`config.mk`:
```
export PLATFORM = sky130hd
export DESIGN_NAME = rv_core
export DESIGN_NICKNAME = d
export VERILOG_FILES = /design/src/logic/rv_pkg.sv /design/src/logic/fwd_if.sv /design/src/logic/rv_core.sv /design/src/logic/execute_stage.sv /design/src/logic/decode_stage.sv /design/src/logic/forward_unit.sv /design/src/logic/alu.sv /design/src/logic/reg_file.sv /design/src/logic/pipe_reg.sv
export SDC_FILE = /design/constraint.sdc
export NUM_CORES = 2
export LEC_CHECK = 0
export ABC_AREA = 0
export BUFFER_PORTS_ARGS = -buffer_cell sky130_fd_sc_hd__buf_2
export CORE_MARGIN = 3
export CORE_UTILIZATION = 46
export DETAILED_ROUTE_END_ITERATION = 6
export HOLD_SLACK_MARGIN = 0.06
export MAX_ROUTING_LAYER = met4
export SYNTH_ARGS = -nofsm -noshare
export SYNTH_HDL_FRONTEND = slang
export SYNTH_SLANG_ARGS = --single-unit
```
`constraint.sdc`:
```
create_clock -name clk -period 9.7 [get_ports clk]
set_input_delay 1.94 -clock clk [delete_from_list [all_inputs] [get_ports clk]]
set_output_delay 1.94 -clock clk [all_outputs]
set_load 0.005 [all_outputs]
```
`src/logic/rv_pkg.sv`:
```
`default_nettype none

package rv_pkg;

  // ======================================================================
  // widths and constants
  // ======================================================================
  localparam int XLEN       = 32;
  localparam int REG_ADDR_W = 5;
  localparam int NUM_REGS   = 32;

  // addi x0, x0, 0
  localparam logic [XLEN-1:0] NOP_INST = 32'h0000_0013;

  // major opcodes kept in this core
  localparam logic [6:0] OPC_OP     = 7'b0110011;
  localparam logic [6:0] OPC_OP_IMM = 7'b0010011;
  localparam logic [6:0] OPC_LUI    = 7'b0110111;
  localparam logic [6:0] OPC_AUIPC  = 7'b0010111;

  // execute operand sources
  localparam logic [1:0] FWD_REG = 2'd0;
  localparam logic [1:0] FWD_MEM = 2'd1;
  localparam logic [1:0] FWD_WB  = 2'd2;

  typedef enum logic [3:0] {
    ALU_ADD,
    ALU_SUB,
    ALU_SLL,
    ALU_SLT,
    ALU_SLTU,
    ALU_XOR,
    ALU_SRL,
    ALU_SRA,
    ALU_OR,
    ALU_AND,
    ALU_PASS_B
  } alu_op_e;

  // ======================================================================
  // stage payloads
  // ======================================================================
  typedef struct packed {
    logic [XLEN-1:0] pc;
    logic [XLEN-1:0] inst;
  } if_id_t;

  typedef struct packed {
    logic [XLEN-1:0]       pc;
    logic [XLEN-1:0]       rs1_data;
    logic [XLEN-1:0]       rs2_data;
    logic [XLEN-1:0]       imm;
    logic [REG_ADDR_W-1:0] rs1;
    logic [REG_ADDR_W-1:0] rs2;
    logic [REG_ADDR_W-1:0] rd;
    logic                  reg_write;
    alu_op_e               alu_op;
    logic                  imm_src;
    logic                  pc_src;
    logic                  lui;
  } id_exe_t;

  typedef struct packed {
    logic [XLEN-1:0]       alu_result;
    logic [XLEN-1:0]       imm;
    logic [REG_ADDR_W-1:0] rd;
    logic                  reg_write;
    logic                  lui;
  } exe_mem_t;

  typedef struct packed {
    logic [XLEN-1:0]       result;
    logic [REG_ADDR_W-1:0] rd;
    logic                  reg_write;
  } mem_wb_t;

  // fetch register comes out of reset holding a nop
  localparam if_id_t IF_ID_CLR = '{pc: '0, inst: NOP_INST};

endpackage

`default_nettype wire
```
`src/logic/fwd_if.sv`:
```
`default_nettype none

interface fwd_if;
  // source indices seen by decode and execute
  logic [rv_pkg::REG_ADDR_W-1:0] rs1_id;
  logic [rv_pkg::REG_ADDR_W-1:0] rs2_id;
  logic [rv_pkg::REG_ADDR_W-1:0] rs1_exe;
  logic [rv_pkg::REG_ADDR_W-1:0] rs2_exe;
  // producers further down the pipe
  logic [rv_pkg::REG_ADDR_W-1:0] rd_mem;
  logic                          we_mem;
  logic [rv_pkg::REG_ADDR_W-1:0] rd_wb;
  logic                          we_wb;
  // selects
  logic [1:0]                    fwd_a;
  logic [1:0]                    fwd_b;
  logic                          fwd_id_a;
  logic                          fwd_id_b;

  modport pipeline (
    output rs1_id, rs2_id, rs1_exe, rs2_exe, rd_mem, we_mem, rd_wb, we_wb,
    input  fwd_a, fwd_b, fwd_id_a, fwd_id_b
  );

  modport unit (
    input  rs1_id, rs2_id, rs1_exe, rs2_exe, rd_mem, we_mem, rd_wb, we_wb,
    output fwd_a, fwd_b, fwd_id_a, fwd_id_b
  );
endinterface

`default_nettype wire

```
`src/logic/rv_core.sv`:
```
`default_nettype none

module rv_core (
  input  wire                             clk,
  input  wire                             rst_n_i,
  input  wire [rv_pkg::XLEN-1:0]          inst_i,
  output logic [rv_pkg::XLEN-1:0]         pc_o,
  output logic                            retire_valid_o,
  output logic [rv_pkg::REG_ADDR_W-1:0]   retire_rd_o,
  output logic [rv_pkg::XLEN-1:0]         retire_data_o
);

  logic [rv_pkg::XLEN-1:0] pc_q;
  rv_pkg::if_id_t          if_id_d;
  rv_pkg::if_id_t          if_id_q;
  rv_pkg::id_exe_t         id_exe_d;
  rv_pkg::id_exe_t         id_exe_q;
  rv_pkg::exe_mem_t        exe_mem_d;
  rv_pkg::exe_mem_t        exe_mem_q;
  logic [rv_pkg::XLEN-1:0] mem_result;
  rv_pkg::mem_wb_t         mem_wb_d;
  rv_pkg::mem_wb_t         mem_wb_q;
  logic [rv_pkg::XLEN-1:0] wb_data;

  fwd_if fwd_bus ();

  // ======================================================================
  // fetch
  // ======================================================================
  // straight-line fetch, no branches
  always_ff @(posedge clk) begin
    if (!rst_n_i) begin
      pc_q <= '0;
    end else begin
      pc_q <= pc_q + 32'd4;
    end
  end

  assign pc_o    = pc_q;
  assign if_id_d = '{pc: pc_q, inst: inst_i};

  pipe_reg #(.payload_t(rv_pkg::if_id_t), .CLR_VALUE(rv_pkg::IF_ID_CLR)) if_id_reg_i (
    .clk(clk), .rst_n_i(rst_n_i), .en_i(1'b1), .d_i(if_id_d), .q_o(if_id_q)
  );

  // ======================================================================
  // decode / execute
  // ======================================================================
  decode_stage decode_i (
    .clk       (clk),
    .rst_n_i   (rst_n_i),
    .if_id_i   (if_id_q),
    .wb_data_i (wb_data),
    .fwd       (fwd_bus),
    .id_exe_o  (id_exe_d)
  );

  pipe_reg #(.payload_t(rv_pkg::id_exe_t)) id_exe_reg_i (
    .clk(clk), .rst_n_i(rst_n_i), .en_i(1'b1), .d_i(id_exe_d), .q_o(id_exe_q)
  );

  execute_stage execute_i (
    .id_exe_i     (id_exe_q),
    .mem_result_i (mem_result),
    .wb_result_i  (wb_data),
    .fwd_a_i      (fwd_bus.fwd_a),
    .fwd_b_i      (fwd_bus.fwd_b),
    .exe_mem_o    (exe_mem_d)
  );

  pipe_reg #(.payload_t(rv_pkg::exe_mem_t)) exe_mem_reg_i (
    .clk(clk), .rst_n_i(rst_n_i), .en_i(1'b1), .d_i(exe_mem_d), .q_o(exe_mem_q)
  );

  // ======================================================================
  // memory slot and writeback
  // ======================================================================
  // lui bypasses the alu result
  assign mem_result = exe_mem_q.lui ? exe_mem_q.imm : exe_mem_q.alu_result;
  assign mem_wb_d   = '{result: mem_result, rd: exe_mem_q.rd, reg_write: exe_mem_q.reg_write};

  pipe_reg #(.payload_t(rv_pkg::mem_wb_t)) mem_wb_reg_i (
    .clk(clk), .rst_n_i(rst_n_i), .en_i(1'b1), .d_i(mem_wb_d), .q_o(mem_wb_q)
  );

  assign wb_data = mem_wb_q.result;

  // hazard info for the forwarding unit
  assign fwd_bus.rs1_exe = id_exe_q.rs1;
  assign fwd_bus.rs2_exe = id_exe_q.rs2;
  assign fwd_bus.rd_mem  = exe_mem_q.rd;
  assign fwd_bus.we_mem  = exe_mem_q.reg_write;
  assign fwd_bus.rd_wb   = mem_wb_q.rd;
  assign fwd_bus.we_wb   = mem_wb_q.reg_write;

  forward_unit forward_i (
    .fwd (fwd_bus)
  );

  // retirement is reported the cycle after the register write
  always_ff @(posedge clk) begin
    if (!rst_n_i) begin
      retire_valid_o <= 1'b0;
    end else begin
      retire_valid_o <= mem_wb_q.reg_write && (mem_wb_q.rd != '0);
    end
  end

  always_ff @(posedge clk) begin
    retire_rd_o   <= mem_wb_q.rd;
    retire_data_o <= mem_wb_q.result;
  end

endmodule

`default_nettype wire

```
`src/logic/execute_stage.sv`:
```
`default_nettype none

module execute_stage (
  input  wire rv_pkg::id_exe_t   id_exe_i,
  input  wire [rv_pkg::XLEN-1:0] mem_result_i,
  input  wire [rv_pkg::XLEN-1:0] wb_result_i,
  input  wire [1:0]              fwd_a_i,
  input  wire [1:0]              fwd_b_i,
  output rv_pkg::exe_mem_t       exe_mem_o
);

  logic [rv_pkg::XLEN-1:0] rs1_val;
  logic [rv_pkg::XLEN-1:0] rs2_val;
  logic [rv_pkg::XLEN-1:0] op_a;
  logic [rv_pkg::XLEN-1:0] op_b;
  logic [rv_pkg::XLEN-1:0] alu_result;

  // 3-way forwarding mux
  function automatic logic [rv_pkg::XLEN-1:0] pick(input logic [1:0]              sel,
                                                   input logic [rv_pkg::XLEN-1:0] reg_val,
                                                   input logic [rv_pkg::XLEN-1:0] mem_val,
                                                   input logic [rv_pkg::XLEN-1:0] wb_val);
    case (sel)
      rv_pkg::FWD_MEM: return mem_val;
      rv_pkg::FWD_WB:  return wb_val;
      default:         return reg_val;
    endcase
  endfunction

  assign rs1_val = pick(fwd_a_i, id_exe_i.rs1_data, mem_result_i, wb_result_i);
  assign rs2_val = pick(fwd_b_i, id_exe_i.rs2_data, mem_result_i, wb_result_i);

  // pc feeds operand a only for auipc
  assign op_a = id_exe_i.pc_src  ? id_exe_i.pc  : rs1_val;
  assign op_b = id_exe_i.imm_src ? id_exe_i.imm : rs2_val;

  alu alu_i (
    .op_i     (id_exe_i.alu_op),
    .a_i      (op_a),
    .b_i      (op_b),
    .result_o (alu_result)
  );

  always_comb begin
    exe_mem_o.alu_result = alu_result;
    exe_mem_o.imm        = id_exe_i.imm;
    exe_mem_o.rd         = id_exe_i.rd;
    exe_mem_o.reg_write  = id_exe_i.reg_write;
    exe_mem_o.lui        = id_exe_i.lui;
  end

endmodule

`default_nettype wire

```
`src/logic/decode_stage.sv`:
```
`default_nettype none

module decode_stage (
  input  wire                    clk,
  input  wire                    rst_n_i,
  input  wire rv_pkg::if_id_t    if_id_i,
  input  wire [rv_pkg::XLEN-1:0] wb_data_i,
  fwd_if.pipeline                fwd,
  output rv_pkg::id_exe_t        id_exe_o
);

  logic [rv_pkg::XLEN-1:0] inst;
  logic [6:0]              opcode;
  logic [2:0]              funct3;
  logic                    funct7_5;
  logic [rv_pkg::XLEN-1:0] rdata_a;
  logic [rv_pkg::XLEN-1:0] rdata_b;
  logic [rv_pkg::XLEN-1:0] imm;
  rv_pkg::alu_op_e         alu_op;
  logic                    reg_write;
  logic                    imm_src;
  logic                    pc_src;
  logic                    lui;

  // funct3 to alu op, alt picks sub or sra
  function automatic rv_pkg::alu_op_e arith_op(input logic [2:0] f3, input logic alt);
    case (f3)
      3'b000:  return alt ? rv_pkg::ALU_SUB : rv_pkg::ALU_ADD;
      3'b001:  return rv_pkg::ALU_SLL;
      3'b010:  return rv_pkg::ALU_SLT;
      3'b011:  return rv_pkg::ALU_SLTU;
      3'b100:  return rv_pkg::ALU_XOR;
      3'b101:  return alt ? rv_pkg::ALU_SRA : rv_pkg::ALU_SRL;
      3'b110:  return rv_pkg::ALU_OR;
      default: return rv_pkg::ALU_AND;
    endcase
  endfunction

  assign inst     = if_id_i.inst;
  assign opcode   = inst[6:0];
  assign funct3   = inst[14:12];
  assign funct7_5 = inst[30];

  // sources out to the forwarding unit
  assign fwd.rs1_id = inst[19:15];
  assign fwd.rs2_id = inst[24:20];

  // ======================================================================
  // control decode
  // ======================================================================
  always_comb begin
    reg_write = 1'b1;
    imm_src   = 1'b0;
    pc_src    = 1'b0;
    lui       = 1'b0;
    alu_op    = rv_pkg::ALU_ADD;
    case (opcode)
      rv_pkg::OPC_OP: begin
        alu_op = arith_op(funct3, funct7_5);
      end
      rv_pkg::OPC_OP_IMM: begin
        // no subi, only srai uses bit 30
        imm_src = 1'b1;
        alu_op  = arith_op(funct3, (funct3 == 3'b101) && funct7_5);
      end
      rv_pkg::OPC_LUI: begin
        imm_src = 1'b1;
        lui     = 1'b1;
        alu_op  = rv_pkg::ALU_PASS_B;
      end
      rv_pkg::OPC_AUIPC: begin
        imm_src = 1'b1;
        pc_src  = 1'b1;
      end
      // anything else becomes a bubble
      default: reg_write = 1'b0;
    endcase
  end

  // u-type for lui/auipc, i-type otherwise
  assign imm = (opcode == rv_pkg::OPC_LUI || opcode == rv_pkg::OPC_AUIPC) ?
               {inst[31:12], 12'b0} : {{20{inst[31]}}, inst[31:20]};

  reg_file reg_file_i (
    .clk       (clk),
    .rst_n_i   (rst_n_i),
    .we_i      (fwd.we_wb),
    .waddr_i   (fwd.rd_wb),
    .wdata_i   (wb_data_i),
    .raddr_a_i (inst[19:15]),
    .raddr_b_i (inst[24:20]),
    .rdata_a_o (rdata_a),
    .rdata_b_o (rdata_b)
  );

  always_comb begin
    id_exe_o.pc        = if_id_i.pc;
    // writeback bypass for a write landing this same cycle
    id_exe_o.rs1_data  = fwd.fwd_id_a ? wb_data_i : rdata_a;
    id_exe_o.rs2_data  = fwd.fwd_id_b ? wb_data_i : rdata_b;
    id_exe_o.imm       = imm;
    id_exe_o.rs1       = inst[19:15];
    id_exe_o.rs2       = inst[24:20];
    id_exe_o.rd        = inst[11:7];
    id_exe_o.reg_write = reg_write;
    id_exe_o.alu_op    = alu_op;
    id_exe_o.imm_src   = imm_src;
    id_exe_o.pc_src    = pc_src;
    id_exe_o.lui       = lui;
  end

endmodule

`default_nettype wire

```
`src/logic/forward_unit.sv`:
```
`default_nettype none

module forward_unit (
  fwd_if.unit fwd
);

  // producer writes a real register that matches the source
  function automatic logic hit(input logic                          we,
                               input logic [rv_pkg::REG_ADDR_W-1:0] rd,
                               input logic [rv_pkg::REG_ADDR_W-1:0] rs);
    return we && (rd != '0) && (rd == rs);
  endfunction

  // execute selects, memory stage wins over writeback
  always_comb begin
    fwd.fwd_a = rv_pkg::FWD_REG;
    if (hit(fwd.we_mem, fwd.rd_mem, fwd.rs1_exe)) begin
      fwd.fwd_a = rv_pkg::FWD_MEM;
    end else if (hit(fwd.we_wb, fwd.rd_wb, fwd.rs1_exe)) begin
      fwd.fwd_a = rv_pkg::FWD_WB;
    end

    fwd.fwd_b = rv_pkg::FWD_REG;
    if (hit(fwd.we_mem, fwd.rd_mem, fwd.rs2_exe)) begin
      fwd.fwd_b = rv_pkg::FWD_MEM;
    end else if (hit(fwd.we_wb, fwd.rd_wb, fwd.rs2_exe)) begin
      fwd.fwd_b = rv_pkg::FWD_WB;
    end
  end

  // decode only ever needs the writeback value
  assign fwd.fwd_id_a = hit(fwd.we_wb, fwd.rd_wb, fwd.rs1_id);
  assign fwd.fwd_id_b = hit(fwd.we_wb, fwd.rd_wb, fwd.rs2_id);

endmodule

`default_nettype wire

```
`src/logic/alu.sv`:
```
`default_nettype none

module alu (
  input  wire rv_pkg::alu_op_e    op_i,
  input  wire [rv_pkg::XLEN-1:0]  a_i,
  input  wire [rv_pkg::XLEN-1:0]  b_i,
  output logic [rv_pkg::XLEN-1:0] result_o
);

  logic [4:0] shamt;
  logic       lt_signed;
  logic       lt_unsigned;

  assign shamt       = b_i[4:0];
  assign lt_signed   = $signed(a_i) < $signed(b_i);
  assign lt_unsigned = a_i < b_i;

  always_comb begin
    case (op_i)
      rv_pkg::ALU_ADD:    result_o = a_i + b_i;
      rv_pkg::ALU_SUB:    result_o = a_i - b_i;
      rv_pkg::ALU_SLL:    result_o = a_i << shamt;
      // set-less-than results are zero extended
      rv_pkg::ALU_SLT:    result_o = {{(rv_pkg::XLEN-1){1'b0}}, lt_signed};
      rv_pkg::ALU_SLTU:   result_o = {{(rv_pkg::XLEN-1){1'b0}}, lt_unsigned};
      rv_pkg::ALU_XOR:    result_o = a_i ^ b_i;
      rv_pkg::ALU_SRL:    result_o = a_i >> shamt;
      rv_pkg::ALU_SRA:    result_o = $unsigned($signed(a_i) >>> shamt);
      rv_pkg::ALU_OR:     result_o = a_i | b_i;
      rv_pkg::ALU_AND:    result_o = a_i & b_i;
      rv_pkg::ALU_PASS_B: result_o = b_i;
      default:            result_o = '0;
    endcase
  end

endmodule

`default_nettype wire

```
`src/logic/reg_file.sv`:
```
`default_nettype none

module reg_file (
  input  wire                           clk,
  input  wire                           rst_n_i,
  input  wire                           we_i,
  input  wire [rv_pkg::REG_ADDR_W-1:0]  waddr_i,
  input  wire [rv_pkg::XLEN-1:0]        wdata_i,
  input  wire [rv_pkg::REG_ADDR_W-1:0]  raddr_a_i,
  input  wire [rv_pkg::REG_ADDR_W-1:0]  raddr_b_i,
  output logic [rv_pkg::XLEN-1:0]       rdata_a_o,
  output logic [rv_pkg::XLEN-1:0]       rdata_b_o
);

  logic [rv_pkg::XLEN-1:0] regs [rv_pkg::NUM_REGS];

  // x0 is never written so it reads zero forever
  always_ff @(posedge clk) begin
    if (!rst_n_i) begin
      for (int i = 0; i < rv_pkg::NUM_REGS; i++) begin
        regs[i] <= '0;
      end
    end else if (we_i && (waddr_i != '0)) begin
      regs[waddr_i] <= wdata_i;
    end
  end

  // async read ports
  assign rdata_a_o = regs[raddr_a_i];
  assign rdata_b_o = regs[raddr_b_i];

endmodule

`default_nettype wire

```
`src/logic/pipe_reg.sv`:
```
`default_nettype none

module pipe_reg #(
  parameter type      payload_t = logic,
  parameter payload_t CLR_VALUE = '0
) (
  input  wire           clk,
  input  wire           rst_n_i,
  input  wire           en_i,
  input  wire payload_t d_i,
  output payload_t      q_o
);

  // one stage worth of payload, back to the clear value on reset
  always_ff @(posedge clk) begin
    if (!rst_n_i) begin
      q_o <= CLR_VALUE;
    end else if (en_i) begin
      q_o <= d_i;
    end
  end

endmodule

`default_nettype wire

```
==> summary.md <==
| Metric | Value |
|---|---|
| Status | `complete, no violations` |
| CTS tree | `yes` |
| Max incr delay on CP | `~0.79 ns` |
| P per Cell Area | `182 mW/mm^2` |
| Placed cell area | `between 0.07 and 0.08 mm^2` |
| Count of cell types in the netlist | `103` |
| Critical Path Slowest Stage Cell | `or3_1` |
| Area Overhead vs Synth | `11.0%` |
| Worst r2r path cells | `19` |
| Resize count post-CTS | `0` |
| Clock root cell | `clkbuf_16` |
| Critical Path RT | `approximately 10 ns` |
| Critical Path Sink Type | `flip-flop` |
| Core area | `approximately 0.16 mm^2` |
| # fillers | `between 10k and 15k` |
| Post-synth top flop | `edfxtp_1` |
| Critical path arrival | `between 8 and 9 ns` |
| Final HPWL DP | `182 mm` |
| TNS Setup | `0 ns` |
| Clock Latency Late Sink | `roughly 0.8 ns` |
| Final WL | `just under 300 mm` |
| Async S/R FF share, synth | `0` |
| CTS Buf Count | `roughly 160` |
| WS Path Type | `reg2reg` |
| WP buf/inv | `2` |
| Crit path from | `mem_wb_reg_i.q_o[3]$_SDFF_PN0_` |
| Share of layout cells above drive strength 1 | `0.228` |
| Worst r2r dst | `exe_mem_reg_i.q_o[68]$_SDFF_PN0_` |
| H-tree depth | `4` |
| Post-route clock period utilization | `0.795` |
| Worst-path clk slew | `around 0.070 ns` |
| Total Nets Final | `between 5k and 6k` |
| Crit path depth | `19` |
| FF+latch count, synth | `~1.4k` |
| Fin area | `0.0844 mm^2` |
| Synthesized netlist cell count | `just under 6k` |
| 1st-pass router iterations | `6` |
| Aggregate global-route resource usage | `0.354` |
| R2R setup slack | `between 1.5 and 2 ns` |
| Clk buf depth | `3` |
| # DRC | `0` |
| Placed Cells | `about 7.8k` |
| Crit start category | `flip-flop` |
| CP cell instances | `or3_1, o311a_1, buf_4, nand2_2, a211oi_1, o31a_1, inv_1, ha_1, o21ba_2, a21oi_1, a2111oi_0, or4b_2, a311oi_1, nor2_1, a211oi_1, o21ai_0, xnor2_1, a22oi_1, a21oi_1` |
| Top-area cell type share of the netlist area | `0.405` |
| First-pass GRT wire length | `~400 mm` |
| RSZ-0062 raised after global routing | `false` |
| Iteration-0 DRC Markers | `between 7k and 8k` |
| Starting Density | `0.465` |
| Sequential fraction of the synthesis area | `0.507` |
| Setup bufs post-CTS | `0` |
| Max-cap violations | `0` |
| Setup WS post-layout | `1.99 ns` |
| Final setup viols | `0` |
| Hold Crit Class | `reg2reg` |
| Number of antenna violations at the first check in global routing | `24` |
| Vias post-DR | `roughly 53k` |
| Die Footprint | `0.170 mm^2` |
| Worst setup endpoint | `exe_mem_reg_i.q_o[68]$_SDFF_PN0_` |
| Post-synth top cells | `and2_1 (1,113), edfxtp_1 (1,024), mux4_2 (640)` |
| Most frequent cell after synthesis | `and2_1` |
| Largest net degree at the start of global routing | `between 100 and 150` |
| Row cnt | `between 100 and 150` |
| Overflow after GRT | `0` |
| Mean Syn Cell Area | `between 10 and 15 um^2` |
| Die Y | `413 um` |
| Post-layout util | `0.516` |
| YS warnings | `0` |
| FMAX | `about 130 MHz` |
| Multi-input gate area | `about 0.036 mm^2` |
| Largest delay contributor family on the critical path | `compound AO/OA/AOI/OAI gates` |
| Hold Vio Cnt, Final | `0` |
| Cts hold-fix bufs | `0` |
| Avg Vias per Cell | `approximately 6.6` |
| Synth top area cells | `edfxtp_1 (40%), mux4_2 (19%), dfxtp_1 (10%)` |
| Syn Std Cell Area | `around 0.076 mm^2` |
| Slew Viols, Final | `0` |
| I/O pin total | `between 100 and 150` |
| Register Area | `roughly 0.039 mm^2` |
| R2R Path Start | `mem_wb_reg_i.q_o[3]$_SDFF_PN0_` |
| Port Buf Inserts | `just over 100` |
| Worst-Margin Slew | `about 1.4 ns` |
| CP Max Fanout | `32` |
| Remaining antenna violation count | `0` |
| Finished Layout Cells | `8,072` |
| Post-route minimum period | `between 7 and 8 ns` |
| Pleak | `a little over 30 nW` |
| CTS sink count | `between 1k and 1.5k` |
| Cell taking the most area after synthesis | `edfxtp_1` |
| Vias in the first global route | `between 50k and 60k` |
| EDFF count, synth | `around 1.0k` |
| Setup WS pre-CTS | `roughly 2.3 ns` |
| GPL Wtd Cong | `a little over 1` |
| Maximum vdd ir drop | `just over 200 uV` |
| Worst Skew | `around 0.028 ns` |
| Slew headroom | `0.0717` |
| Die W | `around 410 um` |
| WL/cell | `approximately 36 um` |
routing by layer:
layer  track usage  wire (um)  up-vias
met5             -          0        -
met4         0.163      15500        0
met3        0.0711      30500      643
li1              -          -    21774
met1         0.480     116000    27257
met2         0.513     131000     3338
cell type report:
class | instances | area share
Antenna cell | 24 | 0.000712
Clock buffer | 222 | 0.0531
Clock inverter | 67 | 0.00735
Inverter | 112 | 0.00510
Multi-Input combinational cell | 3772 | 0.421
Sequential cell | 1412 | 0.457
Tap cell | 2175 | 0.0323
Timing Repair Buffer | 288 | 0.0233
kinds of logic (layout without fill, tap and decap cells):
group	after synthesis	count (layout)	share of synthesized area
multiplexers	884	884	0.223
AND/OR/NAND/NOR	1933	1933	0.140
buffers and inverters	674	689	0.0352
flip-flops	1412	1412	0.507
XOR/XNOR	76	76	0.00876
other	1	58	0.0000493
adder cells (fa/ha/maj)	105	105	0.0175
AO/OA/AOI/OAI	740	740	0.0690
cells in the final DEF (no fill, tap or decap), drive strengths merged, types with 53 or more instances in the layout:
cell and count:
and2 1114, edfxtp 1024, mux4 640, dfxtp 388, nor2 323, buf 287
clkbuf 223, nand2 214, mux2i 200, a211oi 136, o21ai 127, inv 122
a21oi 117, nor3 112, ha 103, and3 53
state kept, by name, indices dropped and copies added, names as in the netlist:
signal                    flops
decode_i.reg_file_i.regs   1024
id_exe_reg_i.q_o            149
exe_mem_reg_i.q_o            71
if_id_reg_i.q_o              62
mem_wb_reg_i.q_o             38
retire_data_o                32
pc_o                         30
retire_rd_o                   5
retire_valid_o                1
where the power goes:
group          internal [W]  switching, W
sequential          0.00671      0.000205
combinational      0.000883       0.00158
clock               0.00342       0.00258
worst min path at each step:
stage                                    start                   endpoint  slack [ns]  cells past startpoint
3_3_place_gp   mem_wb_reg_i.q_o[22]$_SDFF_PN0_  retire_data_o[16]$_DFF_P_        0.38                      0
4_1_cts        mem_wb_reg_i.q_o[22]$_SDFF_PN0_  retire_data_o[16]$_DFF_P_        0.39                      0
2_1_floorplan   mem_wb_reg_i.q_o[1]$_SDFF_PN0_     retire_rd_o[0]$_DFF_P_        0.33                      0
5_1_grt        mem_wb_reg_i.q_o[22]$_SDFF_PN0_  retire_data_o[16]$_DFF_P_        0.41                      0
3_5_place_dp   mem_wb_reg_i.q_o[22]$_SDFF_PN0_  retire_data_o[16]$_DFF_P_        0.38                      0
6_report       mem_wb_reg_i.q_o[22]$_SDFF_PN0_  retire_data_o[16]$_DFF_P_        0.39                      0
per-stage QoR:
stage	total power, W	hold WS, ns
floorplan	0.00848	0.326
global placement	0.00945	0.380
detailed placement	0.00945	0.381
CTS	0.0154	0.392
global route	0.0158	0.412
finish	0.0154	0.391
(Power assumes the default switching activity.)
